[src/verilog/core_pkg.sv]
package core_pkg;

	parameter int xlen = 64; // data path width.
	parameter int ilen = 32; // instruction width.

	typedef logic [xlen-1:0] word_t;
	typedef logic [4:0] reg_addr_t;

	// major opcodes of the supported subset
	typedef enum logic [6:0] {
		opc_op     = 7'b0110011,
		opc_op_imm = 7'b0010011,
		opc_lui    = 7'b0110111,
		opc_load   = 7'b0000011,
		opc_store  = 7'b0100011,
		opc_branch = 7'b1100011,
		opc_jal    = 7'b1101111
	} opcode_t;

	// funct3 values.
	parameter logic [2:0] f3_add = 3'b000; // add, sub, addi.
	parameter logic [2:0] f3_slt = 3'b010;
	parameter logic [2:0] f3_xor = 3'b100;
	parameter logic [2:0] f3_or  = 3'b110;
	parameter logic [2:0] f3_and = 3'b111;
	parameter logic [2:0] f3_beq = 3'b000;
	parameter logic [2:0] f3_bne = 3'b001;
	parameter logic [2:0] f3_dw  = 3'b011; // ld and sd.

	typedef enum logic [2:0] {
		alu_add,
		alu_sub,
		alu_and,
		alu_or,
		alu_xor,
		alu_slt,
		alu_pass_b
	} alu_op_t;

	typedef enum logic [1:0] {
		wb_alu,
		wb_mem,
		wb_link
	} wb_sel_t;

	// execute operand source
	typedef enum logic [1:0] {
		fwd_reg,
		fwd_mem,
		fwd_wb
	} fwd_sel_t;

endpackage

[src/verilog/decode.sv]
module decode (
	input  logic [core_pkg::ilen-1:0] instr,
	input  core_pkg::word_t           pc,
	input  core_pkg::word_t           rd1,
	input  core_pkg::word_t           rd2,
	input  logic                      fwd_a,
	input  logic                      fwd_b,
	input  core_pkg::word_t           alu_out_m,
	output core_pkg::reg_addr_t       ra1,
	output core_pkg::reg_addr_t       ra2,
	output logic                      rs1_used,
	output logic                      rs2_used,
	output core_pkg::reg_addr_t       dst,
	output logic                      reg_write,
	output logic                      mem_read,
	output logic                      mem_write,
	output core_pkg::wb_sel_t         wb_sel,
	output core_pkg::alu_op_t         alu_op,
	output logic                      alu_src_imm,
	output core_pkg::word_t           imm,
	output core_pkg::word_t           op_a,
	output core_pkg::word_t           op_b,
	output logic                      branch_taken,
	output core_pkg::word_t           target
);

	core_pkg::opcode_t opcode;
	logic [2:0] funct3;
	core_pkg::word_t imm_i, imm_s, imm_b, imm_u, imm_j;
	logic eq;

	assign opcode = core_pkg::opcode_t'(instr[6:0]);
	assign funct3 = instr[14:12];
	assign ra1 = instr[19:15];
	assign ra2 = instr[24:20];
	assign dst = instr[11:7];

	assign imm_i = {{(core_pkg::xlen-12){instr[31]}}, instr[31:20]};
	assign imm_s = {{(core_pkg::xlen-12){instr[31]}}, instr[31:25], instr[11:7]};
	assign imm_b = {{(core_pkg::xlen-13){instr[31]}}, instr[31], instr[7], instr[30:25],
		instr[11:8], 1'b0};
	assign imm_u = {{(core_pkg::xlen-32){instr[31]}}, instr[31:12], 12'b0};
	assign imm_j = {{(core_pkg::xlen-21){instr[31]}}, instr[31], instr[19:12], instr[20],
		instr[30:21], 1'b0};

	assign op_a = fwd_a ? alu_out_m : rd1; // early result for branches.
	assign op_b = fwd_b ? alu_out_m : rd2;
	assign eq = op_a == op_b;
	assign target = pc + imm;

	always_comb begin
		reg_write = 1'b0;
		mem_read = 1'b0;
		mem_write = 1'b0;
		wb_sel = core_pkg::wb_alu;
		alu_op = core_pkg::alu_add;
		alu_src_imm = 1'b0;
		imm = imm_i;
		rs1_used = 1'b0;
		rs2_used = 1'b0;
		branch_taken = 1'b0;
		case (opcode)
			core_pkg::opc_op: begin
				rs1_used = 1'b1;
				rs2_used = 1'b1;
				reg_write = 1'b1;
				case (funct3)
					core_pkg::f3_add: alu_op = instr[30] ? core_pkg::alu_sub : core_pkg::alu_add;
					core_pkg::f3_slt: alu_op = core_pkg::alu_slt;
					core_pkg::f3_xor: alu_op = core_pkg::alu_xor;
					core_pkg::f3_or:  alu_op = core_pkg::alu_or;
					core_pkg::f3_and: alu_op = core_pkg::alu_and;
					default: reg_write = 1'b0;
				endcase
			end
			core_pkg::opc_op_imm: begin
				rs1_used = 1'b1;
				reg_write = 1'b1;
				alu_src_imm = 1'b1;
				case (funct3)
					core_pkg::f3_add: alu_op = core_pkg::alu_add;
					core_pkg::f3_xor: alu_op = core_pkg::alu_xor;
					core_pkg::f3_or:  alu_op = core_pkg::alu_or;
					core_pkg::f3_and: alu_op = core_pkg::alu_and;
					default: reg_write = 1'b0;
				endcase
			end
			core_pkg::opc_lui: begin
				reg_write = 1'b1;
				alu_op = core_pkg::alu_pass_b;
				alu_src_imm = 1'b1;
				imm = imm_u;
			end
			core_pkg::opc_load: begin
				rs1_used = funct3 == core_pkg::f3_dw;
				reg_write = funct3 == core_pkg::f3_dw;
				mem_read = funct3 == core_pkg::f3_dw;
				wb_sel = core_pkg::wb_mem;
				alu_src_imm = 1'b1;
			end
			core_pkg::opc_store: begin
				rs1_used = funct3 == core_pkg::f3_dw;
				rs2_used = funct3 == core_pkg::f3_dw;
				mem_write = funct3 == core_pkg::f3_dw;
				alu_src_imm = 1'b1;
				imm = imm_s;
			end
			core_pkg::opc_branch: begin
				rs1_used = 1'b1;
				rs2_used = 1'b1;
				imm = imm_b;
				branch_taken = (funct3 == core_pkg::f3_beq && eq) ||
					(funct3 == core_pkg::f3_bne && !eq);
			end
			core_pkg::opc_jal: begin
				reg_write = 1'b1;
				wb_sel = core_pkg::wb_link;
				imm = imm_j;
				branch_taken = 1'b1;
			end
			default: ; // unknown, no-op.
		endcase
		if (dst == '0) reg_write = 1'b0; // x0 never written.
	end

endmodule

[config.mk]
export PLATFORM = sky130hd
export DESIGN_NAME = decode
export DESIGN_NICKNAME = d
export VERILOG_FILES = /design/src/verilog/core_pkg.sv /design/src/verilog/decode.sv
export SDC_FILE = /design/constraint.sdc
export NUM_CORES = 1
export LEC_CHECK = 0
export ABC_AREA = 1
export BUFFER_PORTS_ARGS = -buffer_cell sky130_fd_sc_hd__buf_2
export CORE_AREA = 5 5 223 225
export DETAILED_ROUTE_END_ITERATION = 7
export DIE_AREA = 0 0 228 230
export PLACE_DENSITY = 0.41
export SLEW_MARGIN = 20
export SYNTH_ARGS = -nofsm -noshare
export SYNTH_HDL_FRONTEND = slang
export SYNTH_SLANG_ARGS = --single-unit
[constraint.sdc]
create_clock -name vclk -period 3.8
set_input_delay 0.76 -clock vclk [all_inputs]
set_output_delay 0.76 -clock vclk [all_outputs]
set_load 0.01 [all_outputs]
# Word level (Yosys, flattened, before mapping)

Index checks and enable logic that the tools add are counted.

Flip-flop bits (word level): 0
Bits of input ports: 290
Output and inout port bits: 283
Word-level logic and storage cells: 46

Add/subtract/negate cells: 1
Equality and inequality tests: 14
Mux-type cells: 18
Reductions and logical operators: 13

Operator list:

| operator                                            | number |
|---|---|
| 2-to-1 mux 64 bit                                   | 2 |
| case mux 31 bit (4 select lines)                    | 1 |
| adder 64 bit                                        | 1 |
| equality test 64 bit                                | 1 |
| equality test 7 x 6 -> 1 bit, second input constant | 3 |
| case mux 3 bit (3 select lines)                     | 2 |
| case mux 3 bit (5 select lines)                     | 1 |
| equality test 7 bit, second input constant          | 2 |
| equality test 3 bit, second input constant          | 3 |
| OR reduction 4 bit                                  | 2 |
| equality test 7 x 2 -> 1 bit, second input constant | 1 |
| equality test 7 x 5 -> 1 bit, second input constant | 1 |
| 2-to-1 mux 1 bit                                    | 7 |
| equality test 3 x 2 -> 1 bit, second input constant | 2 |
| case mux 1 bit (2 select lines)                     | 3 |
| OR reduction 2 bit                                  | 3 |
| logical NOT 5 bit                                   | 1 |
| OR reduction 5 bit                                  | 1 |
| case mux 1 bit (4 select lines)                     | 1 |
| case mux 2 bit (2 select lines)                     | 1 |
| equality test 3 x 1 -> 1 bit, second input constant | 1 |
| logical NOT 3 bit                                   | 1 |
| OR reduction 3 bit                                  | 1 |
| logical AND 1 bit                                   | 2 |
| 2 further kinds                                     | 2 |

# Logic depth before layout (Yosys ltp)

Word-level depth: 6
Mapped depth: 24

# Least setup slack after synthesis

OpenSTA, ideal clock, no wires.

Path type: input-to-output
From: input port instr[1] (netlist name)
To: output port target[42]
Arrival: 3.519 ns
Data required time: 3.040 ns
Path slack: -0.479 ns
Cell stages on the path: 19
Path buffers: 0
Path through: nand2_1 nor2_1 nand2_1 nor2_1 nand2_1 o22ai_1 ha_1 inv_1 fa_1 nand3b_1 nand2_1 nand2_1 nand2_1 a21oi_1 o21ai_0 nand3_1 nand2_1 nand2_1 nand2_1

Longest elaborated chain between the ends: 3

RTL lines:

| what                                                                       | line         | RTL |
|---|---|---|
| from (decl)                                                                | decode.sv:2  | `input logic [core_pkg::ilen-1:0] instr,` |
| equality test 7 bit / equality test 7 x 6 -> 1 bit (equally long branches) | decode.sv:62 | `case (opcode)` |
| case mux 31 bit (4 select lines) (*)                                       | decode.sv:62 |  |
| net imm[0]                                                                 | decode.sv:20 | `output core_pkg::word_t imm,` |
| adder 64 bit (*)                                                           | decode.sv:49 | `assign target = pc + imm;` |
| to (decl)                                                                  | decode.sv:24 | `output core_pkg::word_t target` |

Mark *: on every way through the listed nets, which the timed path passes. The rest lies on a longest branch.

# Final worst setup path

From: input port instr[4] (netlist name)
To: output port target[37]

Longest elaborated chain between the ends: 3

RTL lines:

| what                                                                       | line |
|---|---|
| equality test 7 bit / equality test 7 x 6 -> 1 bit (equally long branches) | decode.sv:62 |
| case mux 31 bit (4 select lines) (*)                                       | decode.sv:62 |
| adder 64 bit (*)                                                           | decode.sv:49 |

Every way passes the cells marked *; elsewhere a longest branch is shown, timed or not.

==> impl_metrics.py <==
metrics = {
    "place": {
        "hpwl_microns": 57500,
        "pre_cts_ws_ns": -1.09,
        "gp_congestion": 0.934,
        "numPortBuffers": 573,
    },
    "synth": {
        "avgSynthCellArea_sq_um": 4.57,
        "syn_area_sq_um": 9650,
        "synth_nets": 2463,
        "synth_top_area_cell": "nand2_1",
        "yosysTopAreaCellShare": 0.377,
        "yosysSeqAreaShare": 0,
        "synth_cell_types": 36,
        "synth.yosys.warnings": 0,
        "synth_cells": 2109,
        "yosys-top-cells-area": "nand2_1, inv_1, nor2_1, ha_1, o21ai_0",
    },
    "sta": {
        "rsz0062_at_grt": "true",
        "period_share": 1.17,
        "fin_ws_ns": -0.659,
        "setup_viol": 61,
        "fmax_mhz": 224,
        "min_period_ns": 4.46,
        "tightest_slew_ns": 0.644,
        "final-hold-violation-count": 0,
        "setup_tns_ns": -31.86,
        "slew_headroom": 0.568,
        "report.final.slew_viol_count": 0,
    },
    "setup_path": {
        "cpLargestDelayFamily": "simple AND/OR/NAND/NOR gates",
        "cp_data_arrival_time_ns": 3.70,
        "cp_num_buf_inv": 9,
        "crit_required_ns": 3.04,
        "max_stage_delay_ns": 0.30,
        "crit_slowest_cell": "ha_4",
        "worst_path_most_repeated_cell": "nand2_4",
        "worstSetupStartpointType": "primary input",
        "critPathCaptureType": "output pin",
        "crit_type": "primary input to output pin",
        "path_cells": "buf_12, inv_12, nor3_4, inv_2, nor4_4, nor2_2, nand2_4, nand3b_1, buf_6, buf_4, o21ai_2, inv_2, ha_4, nand2_4, nor2_4, inv_4, nor3_4, buf_6, nand2_4, nand2_4, nand3_2, nand2_2, xor2_2, buf_2",
        "crit_fanout": 5,
    },
    "final_layout": {
        "n_sequential_cell": 0,
        "drive_above_1_share": 0.466,
        "fin_nets": 3378,
        "clkbuf_count": 0,
        "fillers": 5250,
        "multi_input_area_sq_um": 10200,
        "regArea_sq_um": 0,
        "area_delta_synth_final_pct": 95.3,
    },
    "hold_path": {
        "hp-class": "primary input to output pin",
    },
    "power": {
        "p_per_area_nw_per_um2": 178,
        "pwr-share-comb": 1.000,
        "clockPowerShare": 0,
        "sequentialPowerShare": 0,
        "p_sw_mw": 1.87,
        "p_leak_nw": 10.7,
        "swShare": 0.555,
        "ir_drop_mv": 0.0803,
        "intPower_mw": 1.49,
    },
    "global_routing": {
        "grt_pass1_vias": 16100,
        "grt_pass1_wl_microns": 96700,
        "antenna_found_initial": 10,
        "grt_usage": 0.233,
        "grt_max_degree": 54,
        "grt_overflow_total": 0,
    },
    "drt": {
        "post_drt_wl_per_cell_microns": 18.3,
        "dr.pass1.iters": 5,
        "ant_nets": 0,
        "first_iter_violations": 822,
        "viasPerCell": 4.50,
        "routed_wl_microns": 66700,
        "vias": 16400,
        "drc_errors": 0,
    },
    "floorplan": {
        "dieArea_sq_um": 52400,
        "die-width_microns": 228,
        "start_util": 0.204,
        "ioPinCount": 573,
        "core-area_sq_um": 47300,
        "rows": 80,
        "die_y_microns": 230,
    },
    "cts": {
        "hold_buffers": 0,
    },
    "run": {
        "cap_violations": 0,
    },
    "run_status": {
        "status": "finished, violations left",
        "violations": "setup timing",
    },
}
==> through the flow <==
step / util / instances / total power [mW] / hold slack [ns] / cell area (sq um)
6_report: 0.398 / 3644 / 3.36 / 1.72 / 18800
5_1_grt: 0.398 / 3643 / 3.63 / 1.73 / 18800
4_1_cts: 0.375 / 3605 / 3.12 / 1.72 / 17700
3_5_place_dp: 0.339 / 3544 / 2.78 / 1.72 / 16100
3_3_place_gp: 0.339 / 3544 / 2.78 / 1.72 / 16100
2_1_floorplan: - / 2109 / 1.37 / 1.58 / 10400
==> placed cells by master (no fill, tap or decap), types with 9 or more instances in the layout <==
cell / synthesis / final
nand2_1: 970 / 876
buf_2: 28 / 550
buf_4: 54 / 371
inv_1: 304 / 254
nor2_1: 211 / 158
o21ai_0: 118 / 83
nand3_1: 97 / 78
buf_6: 2 / 69
nand2_2: 1 / 58
a21oi_1: 94 / 44
inv_2: 6 / 43
ha_1: 63 / 38
nand2_4: 1 / 37
a21oi_2: 0 / 35
nor2_4: 0 / 29
nor2_2: 1 / 25
ha_4: 0 / 24
o21ai_2: 0 / 21
o21ai_4: 0 / 20
xor2_2: 0 / 17
a21o_1: 17 / 16
a21oi_4: 0 / 15
nand3_2: 0 / 15
buf_12: 0 / 14
inv_4: 0 / 10
xor2_1: 31 / 9
==> path summary, 6_finish.rpt <==
path / from / endpoint / slack (ns) / cells after the start
worst max-delay path: instr[4] / target[37] / -0.66 / 24
worst min-delay path: instr[11] / dst[4] / 1.72 / 2
==> timing repair <==
| action | CTS | global route |
|---|---|---|
| endpoints found under the setup margin | 61 | 62 |
| buffers inserted | 63 | 36 |
| gates cloned | 2 | 2 |
| gates resized for setup | 291 | 203 |
| pin swaps | 98 | 114 |
==> final cells by class <==
class,instances,area share
Tap cell,615,0.0408
Antenna cell,7,0.000930
Multi-Input combinational cell,1704,0.540
Inverter,310,0.0642
Timing Repair inverter,1,0.000398
Timing Repair Buffer,1007,0.353
==> per-layer routing <==
| layer | share of wire | track usage |
|---|---|---|
| met1 | 0.43 | 0.290 |
| met2 | 0.50 | 0.433 |
| met3 | 0.053 | 0.0342 |
| met4 | 0.018 | 0.0335 |
| met5 | 0.00057 | 0 |
==> cells in the mapped netlist, types with 2 or more instances <==
master,instances
o21ai_0,118
buf_2,28
clkbuf_1,11
o21a_1,7
a31oi_1,7
o21bai_1,12
ha_1,63
inv_1,304
nor3_1,19
buf_6,2
xor2_1,31
o211ai_1,5
nand3_1,97
nor4_1,8
a21boi_0,2
o21ai_1,13
nand2_1,970
nand3b_1,5
xnor2_1,7
a21oi_1,94
buf_4,54
inv_2,6
nand4_1,3
o31ai_1,2
o22ai_1,4
a21o_1,17
nor2_1,211
==> cells by family after synthesis <==
group,synth area share
buffers and inverters,0.184
AND/OR/NAND/NOR,0.536
adder cells (fa/ha/maj),0.0838
AO/OA/AOI/OAI,0.161
XOR/XNOR,0.0345
==> power groups by stage <==
| stage | logic (mW) | clock network, mW | registers, mW |
|---|---|---|---|
| finish | 3.36 | 0.000000247 | 0 |
| global route | 3.63 | 0.000000211 | 0 |
| CTS | 3.12 | 0 | 0 |
| detailed placement | 2.78 | 0 | 0 |
| global placement | 2.78 | 0 | 0 |
| floorplan | 1.37 | 0 | 0 |
Power figures use the tool's default switching activity.
