--- src/verilog/core_pkg.sv ---
package core_pkg;

	parameter int xlen = 64; // data path width.
	parameter int ilen = 32; // instruction width.

	typedef logic [xlen-1:0] word_t;
	typedef logic [4:0] reg_addr_t;

	// major opcodes of the supported subset
	typedef enum logic [6:0] {
		opc_op     = 7'b0110011,
		opc_op_imm = 7'b0010011,
		opc_lui    = 7'b0110111,
		opc_load   = 7'b0000011,
		opc_store  = 7'b0100011,
		opc_branch = 7'b1100011,
		opc_jal    = 7'b1101111
	} opcode_t;

	// funct3 values.
	parameter logic [2:0] f3_add = 3'b000; // add, sub, addi.
	parameter logic [2:0] f3_slt = 3'b010;
	parameter logic [2:0] f3_xor = 3'b100;
	parameter logic [2:0] f3_or  = 3'b110;
	parameter logic [2:0] f3_and = 3'b111;
	parameter logic [2:0] f3_beq = 3'b000;
	parameter logic [2:0] f3_bne = 3'b001;
	parameter logic [2:0] f3_dw  = 3'b011; // ld and sd.

	typedef enum logic [2:0] {
		alu_add,
		alu_sub,
		alu_and,
		alu_or,
		alu_xor,
		alu_slt,
		alu_pass_b
	} alu_op_t;

	typedef enum logic [1:0] {
		wb_alu,
		wb_mem,
		wb_link
	} wb_sel_t;

	// execute operand source
	typedef enum logic [1:0] {
		fwd_reg,
		fwd_mem,
		fwd_wb
	} fwd_sel_t;

endpackage

--- src/verilog/hazard.sv ---
module hazard (
	input  core_pkg::reg_addr_t rs1_d,
	input  core_pkg::reg_addr_t rs2_d,
	input  logic                rs1_used_d,
	input  logic                rs2_used_d,
	input  logic                branch_d,
	input  core_pkg::reg_addr_t rs1_e,
	input  core_pkg::reg_addr_t rs2_e,
	input  core_pkg::reg_addr_t dst_e,
	input  logic                wr_e,
	input  logic                load_e,
	input  core_pkg::reg_addr_t dst_m,
	input  logic                wr_m,
	input  logic                load_m,
	input  core_pkg::reg_addr_t dst_w,
	input  logic                wr_w,
	input  logic                i_wait,
	input  logic                d_wait,
	input  logic                branch_taken,
	output logic                stall_f,
	output logic                stall_d,
	output logic                stall_e,
	output logic                stall_m,
	output logic                flush_d,
	output logic                flush_e,
	output logic                flush_w,
	output logic                fwd_a_d,
	output logic                fwd_b_d,
	output core_pkg::fwd_sel_t  fwd_a_e,
	output core_pkg::fwd_sel_t  fwd_b_e
);

	logic a_hit_e, b_hit_e, a_hit_m, b_hit_m;
	logic load_use, branch_wait;

	function automatic logic hit(input core_pkg::reg_addr_t rs, input logic used,
		input core_pkg::reg_addr_t dst, input logic wr);
		return used && wr && rs != '0 && dst == rs;
	endfunction

	function automatic core_pkg::fwd_sel_t src_e(input core_pkg::reg_addr_t rs,
		input core_pkg::reg_addr_t dm, input logic wm,
		input core_pkg::reg_addr_t dw, input logic ww);
		core_pkg::fwd_sel_t sel;
		if (hit(rs, 1'b1, dm, wm)) sel = core_pkg::fwd_mem; // newest value first.
		else if (hit(rs, 1'b1, dw, ww)) sel = core_pkg::fwd_wb;
		else sel = core_pkg::fwd_reg;
		return sel;
	endfunction

	assign a_hit_e = hit(rs1_d, rs1_used_d, dst_e, wr_e);
	assign b_hit_e = hit(rs2_d, rs2_used_d, dst_e, wr_e);
	assign a_hit_m = hit(rs1_d, rs1_used_d, dst_m, wr_m);
	assign b_hit_m = hit(rs2_d, rs2_used_d, dst_m, wr_m);

	assign load_use = load_e && (a_hit_e || b_hit_e);
	// load data reaches decode only through the regfile bypass.
	assign branch_wait = branch_d && (a_hit_e || b_hit_e || (load_m && (a_hit_m || b_hit_m)));

	assign stall_m = d_wait;
	assign stall_e = d_wait;
	assign stall_d = d_wait || load_use || branch_wait;
	assign stall_f = stall_d || i_wait;

	assign flush_d = branch_taken && !stall_d; // drop the wrong-path slot.
	assign flush_e = stall_d && !stall_e;
	assign flush_w = d_wait;

	assign fwd_a_d = a_hit_m && !load_m;
	assign fwd_b_d = b_hit_m && !load_m;
	assign fwd_a_e = src_e(rs1_e, dst_m, wr_m, dst_w, wr_w);
	assign fwd_b_e = src_e(rs2_e, dst_m, wr_m, dst_w, wr_w);

endmodule

--- config.mk ---
export PLATFORM = sky130hd
export DESIGN_NAME = hazard
export DESIGN_NICKNAME = d
export VERILOG_FILES = /design/src/verilog/core_pkg.sv /design/src/verilog/hazard.sv
export SDC_FILE = /design/constraint.sdc
export NUM_CORES = 1
export LEC_CHECK = 0
export ABC_AREA = 1
export BUFFER_PORTS_ARGS = -buffer_cell sky130_fd_sc_hd__buf_2
export CAP_MARGIN = 20
export CORE_ASPECT_RATIO = 0.7
export CORE_MARGIN = 4
export CORE_UTILIZATION = 44
export DETAILED_ROUTE_END_ITERATION = 12
export PLACE_DENSITY = 0.95
export SLEW_MARGIN = 5
export SYNTH_ARGS = -nofsm -noshare
export SYNTH_HDL_FRONTEND = slang
export SYNTH_SLANG_ARGS = --single-unit
--- constraint.sdc ---
create_clock -name vclk -period 1.1
set_clock_uncertainty 0.1 [all_clocks]
set_input_delay 0.11 -clock vclk [all_inputs]
set_output_delay 0.11 -clock vclk [all_outputs]
set_load 0.02 [all_outputs]
==> metrics.cfg, run 1 <==
[logic_synthesis]
synth_area_per_cell_um2=4.66
synth.distinct_cells=25
yosysTopAreaCell=nand2_1
yosys.area_share.adder_pct=0
yosysMostFrequentCell=nand2_1
synth.area.mux_share_pct=0
yosys_warnings=0
syn_inst=176
syn-num-nets=222
syn_area_um2=820
synth_xor_area_share_pct=7.48
synth-simple-area-share_pct=59.7
synth_top_family_by_area=simple AND/OR/NAND/NOR gates
synth_compound_gate_area_share_pct=13.6
yosysSeqAreaShare_pct=0
synth_top_cells_by_area=nand2_1, inv_1, nand3_1
netlist_top_cells_count=nand2_1, inv_1, nor2_1
synth_top_area_share_pct=28.4

[clock_tree]
hold_buffers=0
cts_setup_buffers=0

[place]
pre_cts_slack_ps=-365
numPortBuffers=59
dp_hpwl_um=2740
gp_congestion=0.977

[die]
initial_core_util_pct=49.2
die_x_um=59.6
io_pins=59
die_h_um=44.1
num_rows=12

[outcome]
error=[ERROR DPL-0038] Utilization greater than 100%, impossible to legalize
stop_stage=global routing
status=did not finish

[timing]
worstEndpointGrtRepair=flush_d
worst-ep-kind=primary output

[global_routing]
grt_max_degree=6

## what timing repair did
item | 4_1_cts
resized for setup | 82
setup endpoints to repair | 10
pin swaps | 32
## metrics by stage
step	hold slack [ps]	setup TNS (ps)	util [%]	area [µm²]	cells
4_1_cts	400	-1350	91.7	1530	268
2_1_floorplan	162	-51.3	-	867	176
3_5_place_dp	399	-2560	76.7	1280	268
3_3_place_gp	396	-1990	76.7	1280	268
## cells by family after synthesis
logic type / after synthesis
simple gates: 111
buf+inv: 39
compound gates: 19
xor+xnor: 7
==> inputs of run 2 (changes only) <==
- CORE_AREA: not set -> 4 4 65 67
- CORE_ASPECT_RATIO: 0.7 -> not set
- CORE_MARGIN: 4 -> not set
- CORE_UTILIZATION: 44 -> not set
- DIE_AREA: not set -> 0 0 69 71
- PLACE_DENSITY: 0.95 -> not set
- PLACE_DENSITY_LB_ADDON: not set -> 0.15
==> metrics.cfg, run 2 <==
[place]
numPortBuffers=59  ; unchanged
placed_area_um2=1310  ; was 1280 µm²
dp_hpwl_um=2760  ; was 2740 µm
gp_congestion=0.866  ; was 0.977
place_inst=295  ; was 268
pre_cts_slack_ps=-303  ; was -365 ps

[global_routing]
met3_usage_pct=1.70
grt_util_met2_pct=23.0
grt_use_met1_pct=15.5
grt_max_degree=6
top_usage_layer=met2
grt_first_pass_wirelength_um=5190
first_global_vias=1197
grt-ovfl-total=0
grt_usage_pct=12.2
antenna_found_initial=0

[timing]
setup_viol=10
slew_headroom_pct=85.9
rsz0062_at_grt=true
holdWs_ps=404
fmax_mhz=792
slew_violations=0
finalWorstSetupSlack_ps=-163
final.min_clock_period_ps=1260
worstMarginPinSlew_ps=212
fin_crit_sh_pct=115
hold_viol_final=0

[detailed_routing]
ant_nets=0
vias=1308
drtIter0Drc=35
drc=0
firstDrtPassIters=4
wl_um=3300
vias_per_cell=4.40
wl_per_cell_um=11.1

[logic_synthesis]
syn_inst=176  ; unchanged
yosys_warnings=0  ; unchanged
synth_top_area_share_pct=28.4  ; unchanged
syn_area_um2=820  ; unchanged
synth_top_cells_by_area=nand2_1, inv_1, nand3_1  ; unchanged
syn-num-nets=222  ; unchanged
yosysTopAreaCell=nand2_1  ; unchanged
synth.distinct_cells=25  ; unchanged
synth_area_per_cell_um2=4.66  ; unchanged
yosysMostFrequentCell=nand2_1  ; unchanged
yosysSeqAreaShare_pct=0  ; unchanged
netlist_top_cells_count=nand2_1, inv_1, nor2_1  ; unchanged

[die]
die_h_um=71  ; was 44.1 µm
io_pins=59  ; unchanged
num_rows=22  ; was 12
core_area_um2=3630
initial_core_util_pct=22.6  ; was 49.2%
die-area_um2=4900
die_x_um=69  ; was 59.6 µm

[power]
combPwrFrac_pct=100.0
leakagePower_nw=0.924
pwr-share-clk_pct=0
power.internal_mw=0.292
power_switching_mw=0.308
powerDensity_nw_per_um2=338
ir_drop_v=0.000128
p_seq_share_pct=0
switching_share_pct=51.3

[critical_path]
cp.required_ps=890
worstSetupPathType=primary input to output port
cp-start-kind=primary input
crit_arrival_ps=1050
worst_setup_path_end_kind=output port
cp_max_fo=4

[layout]
seq_area_um2=0
syn2layout_area_growth_pct=117
n_antenna_cell=0
final_cell_mix=nand2_1, buf_2, buf_6
fin_util_pct=48.9
nFlopsAndLatches=0
clkbuf_count=0
n_fill_cell=422
final_common_cell=nand2_1
layout.nets=297
instances_no_fill=297
drive_gt1_share_pct=57.4
finalInstanceArea_um2=1780

[job]
cap_violations=0

[outcome]
violations=setup timing
status=complete, but fails checks  ; was did not finish

[min_path]
hold_path.class=primary input to output port

run 2: worst paths after layout:
path  cells after the start  slack, ps      end      from
max                       9       -160  flush_e  rs2_d[1]
min                       2        400  flush_w    d_wait
run 2: repair_timing:
| item | CTS | global route |
|---|---|---|
| hold buffers | 0 | 0 |
| gates resized for setup | 81 | 54 |
| setup buffers | 1 | 1 |
| setup endpoints to repair | 10 | 10 |
| pin swaps | 35 | 32 |
run 2: cells by family after synthesis:
family	synth area share, %
AOI/OAI and AO/OA	13.6
xor gates and xnor gates	7.48
buffers and inverters	19.2
and+or+nand+nor	59.7
run 2: through the flow:
| stage | TNS (ps) | power [mW] |
|---|---|---|
| 2_1_floorplan | -51.3 | 0.228 |
| 3_3_place_gp | -2330 | 0.442 |
| 3_5_place_dp | -2300 | 0.440 |
| 4_1_cts | -1230 | 0.544 |
| 5_1_grt | -1790 | 0.657 |
| 6_report | -1180 | 0.601 |
run 2: layout make-up:
cell class                 count  area [µm²]  share of cell area [%]
inverter                      36         204                    11.5
multi-input combinational    137         887                    49.9
timing repair buffer          76         626                    35.2
tap                           48        60.1                    3.38
run 2: worst max-delay path, stage by stage:
cell,delay [ps]
buf_2,110
inv_2,90
o21ai_0,80
nor2_1,150
nand3_1,110
nand2_2,80
nand2_4,60
a21oi_2,110
buf_4,140
run 2: per-layer routing:
| layer | wire length (µm) | up-vias | part of all wire (%) |
|---|---|---|---|
| li1 | - | 707 | - |
| met1 | 1370 | 563 | 41 |
| met2 | 1730 | 38 | 52 |
| met3 | 200 | 0 | 6.1 |
| met4 | 0 | 0 | 0 |
| met5 | 0 | - | 0 |
run 2: power groups by stage:
stage          registers [mW]  logic, mW  clock network (mW)
2_1_floorplan               0      0.228                   0
3_3_place_gp                0      0.442                   0
4_1_cts                     0      0.544                   0
6_report                    0      0.601                   0
5_1_grt                     0      0.657                   0
3_5_place_dp                0      0.440                   0
(Power assumes the default switching activity.)
==> inputs of run 3 (changes only) <==
==> constraint.sdc (replaced) <==
create_clock -name vclk -period 1.1
set_clock_uncertainty 0.1 [all_clocks]
set_input_delay 0.11 -clock vclk [all_inputs]
set_output_delay 0.11 -clock vclk [all_outputs]
set_load 0.01 [all_outputs]
==> metrics.cfg, run 3 (synthesized netlist as in run 2, its figures left out) <==
[outcome]
status=complete, but fails checks  ; unchanged
violations=setup timing  ; unchanged

[global_routing]
grt_usage_pct=12.4  ; was 12.2%
first_global_vias=1232  ; was 1197
grt-ovfl-total=0  ; unchanged
antenna_found_initial=0  ; unchanged
grt_max_degree=6  ; unchanged
grt_first_pass_wirelength_um=5290  ; was 5190 µm

[timing]
final.min_clock_period_ps=1310  ; was 1260 ps
holdWs_ps=370  ; was 404 ps
finalWorstSetupSlack_ps=-206  ; was -163 ps
tns_ps=-955  ; was -1180 ps
worstMarginPinSlew_ps=200  ; was 212 ps
hold_viol_final=0  ; unchanged
fmax_mhz=766  ; was 792 MHz
fin_crit_sh_pct=119  ; was 115%
setup_viol=10  ; unchanged
slew_headroom_pct=86.6  ; was 85.9%
slew_violations=0  ; unchanged
rsz0062_at_grt=true  ; unchanged

[place]
placed_area_um2=1300  ; was 1310 µm²
dp_hpwl_um=2820  ; was 2760 µm
numPortBuffers=59  ; unchanged
place_inst=297  ; was 295
gp_congestion=0.876  ; was 0.866
pre_cts_slack_ps=-280  ; was -303 ps

[critical_path]
worstSetupPathType=primary input to output port  ; unchanged
crit_arrival_ps=1100  ; was 1050 ps
cp_cell_sequence=buf_8, inv_8, nand3_4, nor2_4, nor2_1, nand3_1, nand2_2, nand2_4, nand3_4, nor2_4, buf_6  ; was buf_2, inv_2, o21ai_0, nor2_1, nand3_1, nand2_2, nand2_4, a21oi_2, buf_4
cp.required_ps=890  ; about the same
crit_slowest_cell=nor2_4  ; was nor2_1
cp_max_fo=3  ; was 4
cp-start-kind=primary input  ; unchanged
worst_setup_path_end_kind=output port  ; unchanged
slowest_delay_ps=140  ; was 150 ps

[detailed_routing]
drtIter0Drc=69  ; was 35
drc=0  ; unchanged
wl_per_cell_um=11.0  ; was 11.1 µm
firstDrtPassIters=4  ; unchanged
ant_nets=0  ; unchanged
vias_per_cell=4.36  ; was 4.40
vias=1300  ; was 1308
wl_um=3290  ; was 3300 µm

[layout]
final_common_cell=nand2_1  ; unchanged
seq_area_um2=0  ; unchanged
n_antenna_cell=0  ; unchanged
drive_gt1_share_pct=55.6  ; was 57.4%
nFlopsAndLatches=0  ; unchanged
finalInstanceArea_um2=1700  ; was 1780 µm²
instances_no_fill=298  ; was 297
final_cell_mix=nand2_1, buf_2, nand2_2, buf_6, inv_1  ; was nand2_1, buf_2, buf_6
clkbuf_count=0  ; unchanged
syn2layout_area_growth_pct=108  ; was 117%
fin_util_pct=46.9  ; was 48.9%
layout.nets=298  ; was 297

[die]
core_area_um2=3630  ; unchanged
die_h_um=71  ; unchanged
die-area_um2=4900  ; unchanged
num_rows=22  ; unchanged
die_x_um=69  ; unchanged
io_pins=59  ; unchanged
initial_core_util_pct=22.6  ; unchanged

[min_path]
hold_depth=2  ; unchanged
hold_path.class=primary input to output port  ; unchanged

[power]
power_mw=0.591  ; was 0.601 mW
ir_drop_v=0.000161  ; was 0.000128 V
powerDensity_nw_per_um2=347  ; was 338 nW/µm²
leakagePower_nw=0.919  ; was 0.924 nW

[job]
cap_violations=0  ; unchanged

[clock_tree]
hold_buffers=0  ; unchanged

## run 3: cell count changes in the layout (fill, tap and decap cells not counted), moves of 3 or more
cell and delta:
buf_4 -6, buf_2 +6, nor2_1 +4, o21ai_1 -3
nand2_2 +3, nor2_4 -4, nand3_1 +3
## run 3: final cells by class
type | instances | area [µm²]
Fill cell | 412 | 1930
Timing Repair Buffer | 77 | 622
Inverter | 36 | 183
Multi-Input combinational cell | 137 | 840
Tap cell | 48 | 60.1
## run 3: repair_timing
item                                    in CTS  in global routing
resized for setup                           62                 54
pin swaps                                   33                 42
endpoints found under the setup margin      10                 10
buffers inserted                             1                  0
## run 3: final timing paths
kind,startpoint,endpoint
max,rs2_d[4],flush_d
min,d_wait,flush_w
## run 3: routing by layer
layer | wire length, µm | track usage [%] | up-vias
met3 | 202 | 2.13 | 0
met2 | 1770 | 24.8 | 32
met5 | 0 | 0 | -
met1 | 1320 | 14.5 | 560
met4 | 0 | 0 | 0
li1 | - | - | 708
## run 3: where the power goes
part | internal, mW | total (mW) | switching [mW]
clock network | 0 | 0 | 0
logic | 0.302 | 0.591 | 0.289
registers | 0 | 0 | 0
## run 3: worst max-delay path, delay by kind of cell
| kind | cells | cell delay, ps |
|---|---|---|
| AND/OR/NAND/NOR | 8 | 730 |
| buffers and inverters | 3 | 260 |
